[src/include/alu_consts.svh]
// ALU operand, result and select widths, Booth row count and select codes
`ifndef ALU_CONSTS_SVH
`define ALU_CONSTS_SVH

`define ALU_WIDTH 32
`define ALU_RESULT_WIDTH 64
`define ALU_SEL_WIDTH 4
`define ALU_BOOTH_ROWS 16

// select codes
`define ALU_SEL_SUB 4'd0
`define ALU_SEL_ADD 4'd1
`define ALU_SEL_MUL 4'd2
`define ALU_SEL_DIV 4'd3
`define ALU_SEL_AND 4'd4
`define ALU_SEL_OR 4'd5
`define ALU_SEL_NOT 4'd6
`define ALU_SEL_NAND 4'd7
`define ALU_SEL_NOR 4'd8
`define ALU_SEL_SHR 4'd9
`define ALU_SEL_SHL 4'd10
`define ALU_SEL_XOR 4'd11
`define ALU_SEL_XNOR 4'd12
`define ALU_SEL_MOD 4'd13
`define ALU_SEL_INC 4'd14
`define ALU_SEL_DEC 4'd15

`endif

[src/design/alu_pkg.sv]
// ALU operation and unit enums, decode and execute stage structs
`default_nettype none

`include "alu_consts.svh"

package alu_pkg;

  typedef enum logic [`ALU_SEL_WIDTH-1:0] {
    opSub  = `ALU_SEL_SUB,
    opAdd  = `ALU_SEL_ADD,
    opMul  = `ALU_SEL_MUL,
    opDiv  = `ALU_SEL_DIV,
    opAnd  = `ALU_SEL_AND,
    opOr   = `ALU_SEL_OR,
    opNot  = `ALU_SEL_NOT,
    opNand = `ALU_SEL_NAND,
    opNor  = `ALU_SEL_NOR,
    opShr  = `ALU_SEL_SHR,
    opShl  = `ALU_SEL_SHL,
    opXor  = `ALU_SEL_XOR,
    opXnor = `ALU_SEL_XNOR,
    opMod  = `ALU_SEL_MOD,
    opInc  = `ALU_SEL_INC,
    opDec  = `ALU_SEL_DEC
  } aluOpE;

  typedef enum logic [1:0] {
    unitAdd,
    unitMul,
    unitLogic,
    unitShift
  } unitE;

  // decode stage output
  typedef struct packed {
    logic                  valid;
    logic                  illegal;
    unitE                  unit;
    aluOpE                 op;
    logic [`ALU_WIDTH-1:0] opA;
    logic [`ALU_WIDTH-1:0] opB;
    logic [`ALU_WIDTH-1:0] addB;
    logic                  carryIn;
    logic                  keepCarry;
    logic [`ALU_WIDTH-1:0] shiftOperand;
  } decodedOpT;

  // execute stage output, one field per unit
  typedef struct packed {
    logic                         valid;
    logic                         illegal;
    logic                         keepCarry;
    unitE                         unit;
    logic [`ALU_WIDTH:0]          sum;
    logic [`ALU_RESULT_WIDTH-1:0] product;
    logic [`ALU_WIDTH-1:0]        logicOut;
    logic [`ALU_WIDTH-1:0]        shiftOut;
  } execOutT;

endpackage

`default_nettype wire

[src/design/alu_decode.sv]
// decode stage: select code to unit, adder operand forming, registered decoded op
`timescale 1ns/1ps
`default_nettype none

`include "alu_consts.svh"

module alu_decode (
  input  logic                  clk,
  input  logic                  rst,
  input  logic                  inValid,
  input  logic [`ALU_WIDTH-1:0] a,
  input  logic [`ALU_WIDTH-1:0] b,
  input  alu_pkg::aluOpE        sel,
  output alu_pkg::decodedOpT    dec
);

  import alu_pkg::*;

  decodedOpT decNext;

  always_comb
  begin
    decNext              = '0;
    decNext.valid        = inValid;
    decNext.illegal      = 1'b0;
    decNext.unit         = unitLogic;
    decNext.op           = sel;
    decNext.opA          = a;
    decNext.opB          = b;
    decNext.addB         = b;
    decNext.carryIn      = 1'b0;
    decNext.keepCarry    = 1'b0;
    decNext.shiftOperand = a;

    case (sel)
      opAdd:
      begin
        decNext.unit      = unitAdd;
        decNext.keepCarry = 1'b1;
      end
      // a + ~b + 1
      opSub:
      begin
        decNext.unit    = unitAdd;
        decNext.addB    = ~b;
        decNext.carryIn = 1'b1;
      end
      opInc:
      begin
        decNext.unit    = unitAdd;
        decNext.addB    = '0;
        decNext.carryIn = 1'b1;
      end
      // a + all ones wraps to a - 1
      opDec:
      begin
        decNext.unit = unitAdd;
        decNext.addB = '1;
      end
      opMul:
        decNext.unit = unitMul;
      opShr:
      begin
        decNext.unit         = unitShift;
        decNext.shiftOperand = a;
      end
      opShl:
      begin
        decNext.unit         = unitShift;
        decNext.shiftOperand = b;
      end
      // no divider in this build
      opDiv, opMod:
        decNext.illegal = 1'b1;
      default:
        decNext.unit = unitLogic;
    endcase
  end

  always_ff @(posedge clk)
  begin
    dec <= decNext;
    if (rst)
    begin
      dec.valid <= 1'b0;
    end
  end

endmodule

`default_nettype wire

[src/design/alu_execute.sv]
// execute stage: adder, Booth multiplier, logic and shift units, registered outputs
`timescale 1ns/1ps
`default_nettype none

`include "alu_consts.svh"

module alu_execute (
  input  logic               clk,
  input  logic               rst,
  input  alu_pkg::decodedOpT dec,
  output alu_pkg::execOutT   exec
);

  import alu_pkg::*;

  logic [`ALU_WIDTH-1:0]        sumLow;
  logic                         sumCarry;
  logic [`ALU_RESULT_WIDTH-1:0] product;
  logic [`ALU_WIDTH-1:0]        logicOut;
  logic [`ALU_WIDTH-1:0]        shiftOut;
  execOutT                      execNext;

  // shared by add, subtract, increment and decrement
  ripple_adder #(
    .width(`ALU_WIDTH)
  ) adderInst (
    .x(dec.opA),
    .y(dec.addB),
    .carryIn(dec.carryIn),
    .sum(sumLow),
    .carryOut(sumCarry)
  );

  booth_multiplier mulInst (
    .multiplicand(dec.opA),
    .multiplier(dec.opB),
    .product(product)
  );

  always_comb
  begin
    case (dec.op)
      opAnd:   logicOut = dec.opA & dec.opB;
      opOr:    logicOut = dec.opA | dec.opB;
      opNot:   logicOut = ~dec.opA;
      opNand:  logicOut = ~(dec.opA & dec.opB);
      opNor:   logicOut = ~(dec.opA | dec.opB);
      opXor:   logicOut = dec.opA ^ dec.opB;
      opXnor:  logicOut = ~(dec.opA ^ dec.opB);
      default: logicOut = '0;
    endcase
  end

  // top bit falls off on the left shift
  always_comb
  begin
    case (dec.op)
      opShr:   shiftOut = dec.shiftOperand >> 1;
      opShl:   shiftOut = dec.shiftOperand << 1;
      default: shiftOut = '0;
    endcase
  end

  always_comb
  begin
    execNext           = '0;
    execNext.valid     = dec.valid;
    execNext.illegal   = dec.illegal;
    execNext.keepCarry = dec.keepCarry;
    execNext.unit      = dec.unit;
    execNext.sum       = {sumCarry, sumLow};
    execNext.product   = product;
    execNext.logicOut  = logicOut;
    execNext.shiftOut  = shiftOut;
  end

  always_ff @(posedge clk)
  begin
    exec <= execNext;
    if (rst)
    begin
      exec.valid <= 1'b0;
    end
  end

endmodule

`default_nettype wire

[src/design/alu_result.sv]
// result stage: unit output select, zero extension to 64 bits, output registers
`timescale 1ns/1ps
`default_nettype none

`include "alu_consts.svh"

module alu_result (
  input  logic                         clk,
  input  logic                         rst,
  input  alu_pkg::execOutT             exec,
  output logic                         outValid,
  output logic                         illegal,
  output logic [`ALU_RESULT_WIDTH-1:0] result
);

  import alu_pkg::*;

  logic [`ALU_RESULT_WIDTH-1:0] resultNext;

  always_comb
  begin
    case (exec.unit)
      unitAdd:
      begin
        // carry only kept for plain add
        if (exec.keepCarry)
          resultNext = `ALU_RESULT_WIDTH'(exec.sum);
        else
          resultNext = `ALU_RESULT_WIDTH'(exec.sum[`ALU_WIDTH-1:0]);
      end
      unitMul:   resultNext = exec.product;
      unitLogic: resultNext = `ALU_RESULT_WIDTH'(exec.logicOut);
      default:   resultNext = `ALU_RESULT_WIDTH'(exec.shiftOut);
    endcase
    if (exec.illegal)
      resultNext = '0;
  end

  always_ff @(posedge clk)
  begin
    result  <= resultNext;
    illegal <= exec.illegal;
    if (rst)
      outValid <= 1'b0;
    else
      outValid <= exec.valid;
  end

endmodule

`default_nettype wire

[src/design/alu_top.sv]
// three-stage pipelined ALU top level
`timescale 1ns/1ps
`default_nettype none

`include "alu_consts.svh"

module alu_top (
  input  logic                         clk,
  input  logic                         rst,
  input  logic                         inValid,
  input  logic [`ALU_WIDTH-1:0]        a,
  input  logic [`ALU_WIDTH-1:0]        b,
  input  alu_pkg::aluOpE               sel,
  output logic                         outValid,
  output logic [`ALU_RESULT_WIDTH-1:0] result,
  output logic                         illegal
);

  import alu_pkg::*;

  decodedOpT decBus;
  execOutT   execBus;

  alu_decode decodeInst (
    .clk(clk),
    .rst(rst),
    .inValid(inValid),
    .a(a),
    .b(b),
    .sel(sel),
    .dec(decBus)
  );

  alu_execute executeInst (
    .clk(clk),
    .rst(rst),
    .dec(decBus),
    .exec(execBus)
  );

  alu_result resultInst (
    .clk(clk),
    .rst(rst),
    .exec(execBus),
    .outValid(outValid),
    .illegal(illegal),
    .result(result)
  );

endmodule

`default_nettype wire

[src/design/booth_multiplier.sv]
// radix-4 modified Booth signed multiplier, 32x32 to 64-bit product
`timescale 1ns/1ps
`default_nettype none

`include "alu_consts.svh"

module booth_multiplier (
  input  logic [`ALU_WIDTH-1:0]        multiplicand,
  input  logic [`ALU_WIDTH-1:0]        multiplier,
  output logic [`ALU_RESULT_WIDTH-1:0] product
);

  localparam int rows    = `ALU_BOOTH_ROWS;
  localparam int ppWidth = `ALU_WIDTH + 1;
  localparam int extBits = `ALU_RESULT_WIDTH - ppWidth;

  // implicit zero below bit 0 for the first group
  logic [`ALU_WIDTH:0] padded;
  logic [ppWidth-1:0]  mulOne;
  logic [ppWidth-1:0]  mulTwo;

  // partial products kept in ones complement, +1 added through neg
  logic [ppWidth-1:0] pp [rows];
  logic [rows-1:0]    neg;

  assign padded = {multiplier, 1'b0};
  assign mulOne = {multiplicand[`ALU_WIDTH-1], multiplicand};
  assign mulTwo = {multiplicand, 1'b0};

  always_comb
  begin
    logic [2:0] grp;

    for (int i = 0; i < rows; i++)
    begin
      grp = padded[2*i +: 3];
      case (grp)
        3'b001, 3'b010:
        begin
          pp[i]  = mulOne;
          neg[i] = 1'b0;
        end
        3'b011:
        begin
          pp[i]  = mulTwo;
          neg[i] = 1'b0;
        end
        3'b100:
        begin
          pp[i]  = ~mulTwo;
          neg[i] = 1'b1;
        end
        3'b101, 3'b110:
        begin
          pp[i]  = ~mulOne;
          neg[i] = 1'b1;
        end
        default:
        begin
          pp[i]  = '0;
          neg[i] = 1'b0;
        end
      endcase
    end
  end

  // sign-extended rows at shifts 0, 2, ... 30
  always_comb
  begin
    logic [`ALU_RESULT_WIDTH-1:0] acc;

    acc = '0;
    for (int i = 0; i < rows; i++)
    begin
      acc = acc + ({{extBits{pp[i][ppWidth-1]}}, pp[i]} << (2 * i));
      acc = acc + (`ALU_RESULT_WIDTH'(neg[i]) << (2 * i));
    end
    product = acc;
  end

endmodule

`default_nettype wire

[src/design/ripple_adder.sv]
// parameterized ripple-carry adder built from full-adder cells
`timescale 1ns/1ps
`default_nettype none

`include "alu_consts.svh"

module ripple_adder #(
  parameter int width = `ALU_WIDTH
) (
  input  logic [width-1:0] x,
  input  logic [width-1:0] y,
  input  logic             carryIn,
  output logic [width-1:0] sum,
  output logic             carryOut
);

  // carry[i] enters cell i
  logic [width:0] carry;

  assign carry[0] = carryIn;

  for (genvar i = 0; i < width; i++)
  begin : gCell
    assign sum[i]       = x[i] ^ y[i] ^ carry[i];
    assign carry[i + 1] = (x[i] & y[i]) | (y[i] & carry[i]) | (x[i] & carry[i]);
  end

  assign carryOut = carry[width];

endmodule

`default_nettype wire

[config.mk]
export PLATFORM = sky130hd
export DESIGN_NAME = alu_top
export DESIGN_NICKNAME = d
export VERILOG_FILES = /design/src/design/alu_pkg.sv /design/src/design/alu_decode.sv /design/src/design/alu_execute.sv /design/src/design/alu_result.sv /design/src/design/alu_top.sv /design/src/design/booth_multiplier.sv /design/src/design/ripple_adder.sv
export VERILOG_INCLUDE_DIRS = /design/src /design/src/include
export SDC_FILE = /design/constraint.sdc
export NUM_CORES = 2
export LEC_CHECK = 0
export BUFFER_PORTS_ARGS = -buffer_cell sky130_fd_sc_hd__clkbuf_2
export CORE_ASPECT_RATIO = 1.1
export CORE_MARGIN = 2
export CORE_UTILIZATION = 45
export DETAILED_ROUTE_END_ITERATION = 10
export GPL_TIMING_DRIVEN = 1
export PLACE_DENSITY = 0.72
export SETUP_SLACK_MARGIN = 0.15
export SYNTH_ARGS = -nofsm -noshare
export SYNTH_HDL_FRONTEND = slang
export SYNTH_SLANG_ARGS = --single-unit
[constraint.sdc]
create_clock -name clk -period 22.1 [get_ports clk]
set_input_delay 1.105 -clock clk [delete_from_list [all_inputs] [get_ports clk]]
set_output_delay 1.105 -clock clk [all_outputs]
set_load 0.02 [all_outputs]
==> flow_metrics.env <==
export IMPL_status="finished, final reports clean"
export IMPL_drt_total_wl_mm=138
export IMPL_drtAntennaViolNets=0
export IMPL_synth_avg_cell_area_um2=9.07
export IMPL_cts_made_buffers=41
export IMPL_htree_num_levels=2
export IMPL_synth_edff_count=0
export IMPL_drive_gt1_share_pct=10.9
export IMPL_hold_path_class="flop to flop"
export IMPL_fp_dieW_um=300
export IMPL_hold_end="executeInst.exec[162]$_DFF_P_"
export IMPL_dp_hpwl_mm=99.5
export IMPL_gp_congestion=0.941
export IMPL_yosysSeqAreaShare_pct=17.1
export IMPL_wl_per_cell_um=23.3
export IMPL_cp_data_required_time_ns=22.66
export IMPL_clock_path_buffers=3
export IMPL_grt_pass1_vias=35900
export IMPL_max_freq_mhz=72.5
export IMPL_syn_area_um2=43400
export IMPL_yosys_warnings=0
export IMPL_firstDrtPassIters=8
export IMPL_grt_pass1_wl_mm=216
export IMPL_grt_overflow_total=0
export IMPL_tritoncts="yes"
export IMPL_cpMostUsedCell="fa_1"
export IMPL_vias=35800
export IMPL_min_delay_path_depth=0
export IMPL_async_flop_share_pct=0
export IMPL_fin_worst_skew_ns=0.0320
export IMPL_syn_to_final_growth_pct=7.24
export IMPL_clk_latency_ns=0.61
export IMPL_rsz0062_at_grt="false"
export IMPL_end_kind="flop"
export IMPL_multiInputGateArea_um2=32500
export IMPL_r2r_start="decodeInst.dec[98]$_DFF_P_"
export IMPL_start_kind="flop"
export IMPL_coreArea_um2=95600
export IMPL_chipHeight_um=330
export IMPL_avgViaCountPerCell=6.05
export IMPL_worst_pin_slew_ns=1.36
export IMPL_ios=137
export IMPL_r2r_slack_ns=8.30
export IMPL_crit_fanout=14
export IMPL_grt_max_degree=61
export IMPL_period_share_pct=62.4
export IMPL_start_util_pct=45.4
export IMPL_hold_viol_final=0
export IMPL_synth_ff_type="dfxtp_1"
export IMPL_max_cap_violations=0
export IMPL_antenna_found_initial=5
export IMPL_register_area_um2=7470
export IMPL_rr_worst_depth=36
export IMPL_slowest_stage="fa_1"
export IMPL_cts_resized=0
export IMPL_path_clk_slew_ns=0.06
export IMPL_holdBufCountCts=0
export IMPL_rows=119
export IMPL_relSlewSlack_pct=8.80
export IMPL_slew_violations=0
export IMPL_startpoint="decodeInst.dec[98]$_DFF_P_"
export IMPL_port_buffers=136
export IMPL_grt_use_total_pct=28.2
export IMPL_fill_cells=8888
export IMPL_period_needed_ns=13.80
export IMPL_syn_nets=5649
export IMPL_cts_setup_buffers=0
export IMPL_cts_sinks=370
export IMPL_dieArea_um2=98900
export IMPL_syn_inst=4780
export IMPL_slowest_delay_ns=0.48
export IMPL_nets=5487
export IMPL_finalSetupViolations=0
export IMPL_tns_ns=0
export IMPL_min_delay_start="decodeInst.dec[135]$_DFF_P_"
export IMPL_synth_seq_cells=370
export IMPL_root_buffer="clkbuf_16"
export IMPL_crit_arrival_ns=14.36
export IMPL_synth_cell_types=82
export IMPL_reg2reg_to="executeInst.exec[159]$_DFF_P_"
export IMPL_crit_type="flop to flop"
export IMPL_remaining_drc_errors=0
export IMPL_drtIter0Drc=3877
-- cell usage after synthesis (34+ instances only) --
cell / count / area share, %
xor2_1: 353 / 7.1
o21ai_0: 174 / 2.0
fa_1: 593 / 27
xnor2_1: 223 / 4.5
a21oi_1: 154 / 1.8
buf_1: 94 / 0.81
nand2_1: 157 / 1.4
inv_1: 521 / 4.5
a221oi_1: 240 / 4.8
dfxtp_1: 370 / 17
a211oi_1: 122 / 2.1
nor2b_1: 43 / 0.62
o211ai_1: 44 / 0.76
and2_1: 34 / 0.49
clkbuf_1: 354 / 3.1
nor2_1: 560 / 4.8
ha_1: 205 / 5.9
o221ai_1: 34 / 0.69
nand3_1: 47 / 0.54
a22oi_1: 106 / 1.8
-- layout make-up --
class | instances | area share (%)
Antenna cell | 1 | 0.00538
Clock buffer | 53 | 2.48
Clock inverter | 23 | 0.592
Inverter | 523 | 4.22
Multi-Input combinational cell | 3429 | 69.9
Sequential cell | 370 | 16.1
Tap cell | 1270 | 3.42
Timing Repair Buffer | 253 | 3.35
-- per-stage QoR --
step	area [um2]	setup WS [ns]	util, %	hold slack (ns)	instances
2_1_floorplan	43400	9.11	-	0.310	4780
3_5_place_dp	45100	8.40	47.2	0.318	5845
3_3_place_gp	45100	8.67	47.2	0.312	5845
4_1_cts	46500	8.37	48.7	0.331	5921
6_report	46500	8.30	48.7	0.327	5922
5_1_grt	46500	7.93	48.7	0.333	5921
-- cell usage in the layout (no fill, tap or decap), drive strengths merged, types with 5 or more instances in the layout --
cell     count
a211oi     123
a21o        26
a21oi      159
a221oi     240
a22o        30
a22oi      106
a31oi       14
and2        35
and3        10
buf        117
clkbuf     189
clkinv      11
dfxtp      370
fa         593
ha         205
inv        527
mux2        32
mux2i       26
mux4        32
nand2      159
nand2b       5
nand3       48
nand4       13
nor2       560
nor2b       43
nor3        28
o2111ai      9
o211ai      47
o21a         5
o21ai      187
o21bai      15
o221ai      34
o22ai       27
xnor2      224
xor2       353
-- worst max-delay path by stage --
stage	to	cells past startpoint	slack [ns]
after floorplan	executeInst.exec[159]$_DFF_P_	38	9.11
after global placement	executeInst.exec[159]$_DFF_P_	36	8.67
after detailed placement	executeInst.exec[159]$_DFF_P_	36	8.40
after CTS	executeInst.exec[159]$_DFF_P_	36	8.37
after global routing	executeInst.exec[159]$_DFF_P_	36	7.93
final	executeInst.exec[159]$_DFF_P_	36	8.30
-- critical path, delay by kind of cell (launching register included) --
kind                       cells  cell delay [ns]
buffers and inverters          4             0.63
DFF                            1             0.32
adders and majority gates     32            12.82
-- kinds of logic after synthesis --
logic type / Yosys count / share of synthesized area (%)
xor+xnor: 577 / 11.7
compound gates: 1046 / 17.3
buf+inv: 981 / 8.60
flops: 370 / 17.1
fa+ha+maj: 798 / 33.3
mux: 90 / 3.09
simple gates: 918 / 9.02
-- metal layers --
metal | GRT usage (%) | vias to the layer above | share of wire [%]
met5 | 0 | - | 0.027
met4 | 18.0 | 6 | 7.7
met3 | 5.92 | 519 | 9.8
met2 | 45.9 | 2100 | 46
met1 | 34.1 | 17600 | 36
li1 | - | 15600 | -
-- flip-flops by register name, summed over array words and instances (netlist names) --
register,cells
resultInst.outValid,1
resultInst.result,64
decodeInst.dec,138
resultInst.illegal,1
executeInst.exec,166
Power is not shown: default switching activity piles up to over one toggle a cycle in this logic, so the estimate is an artifact.
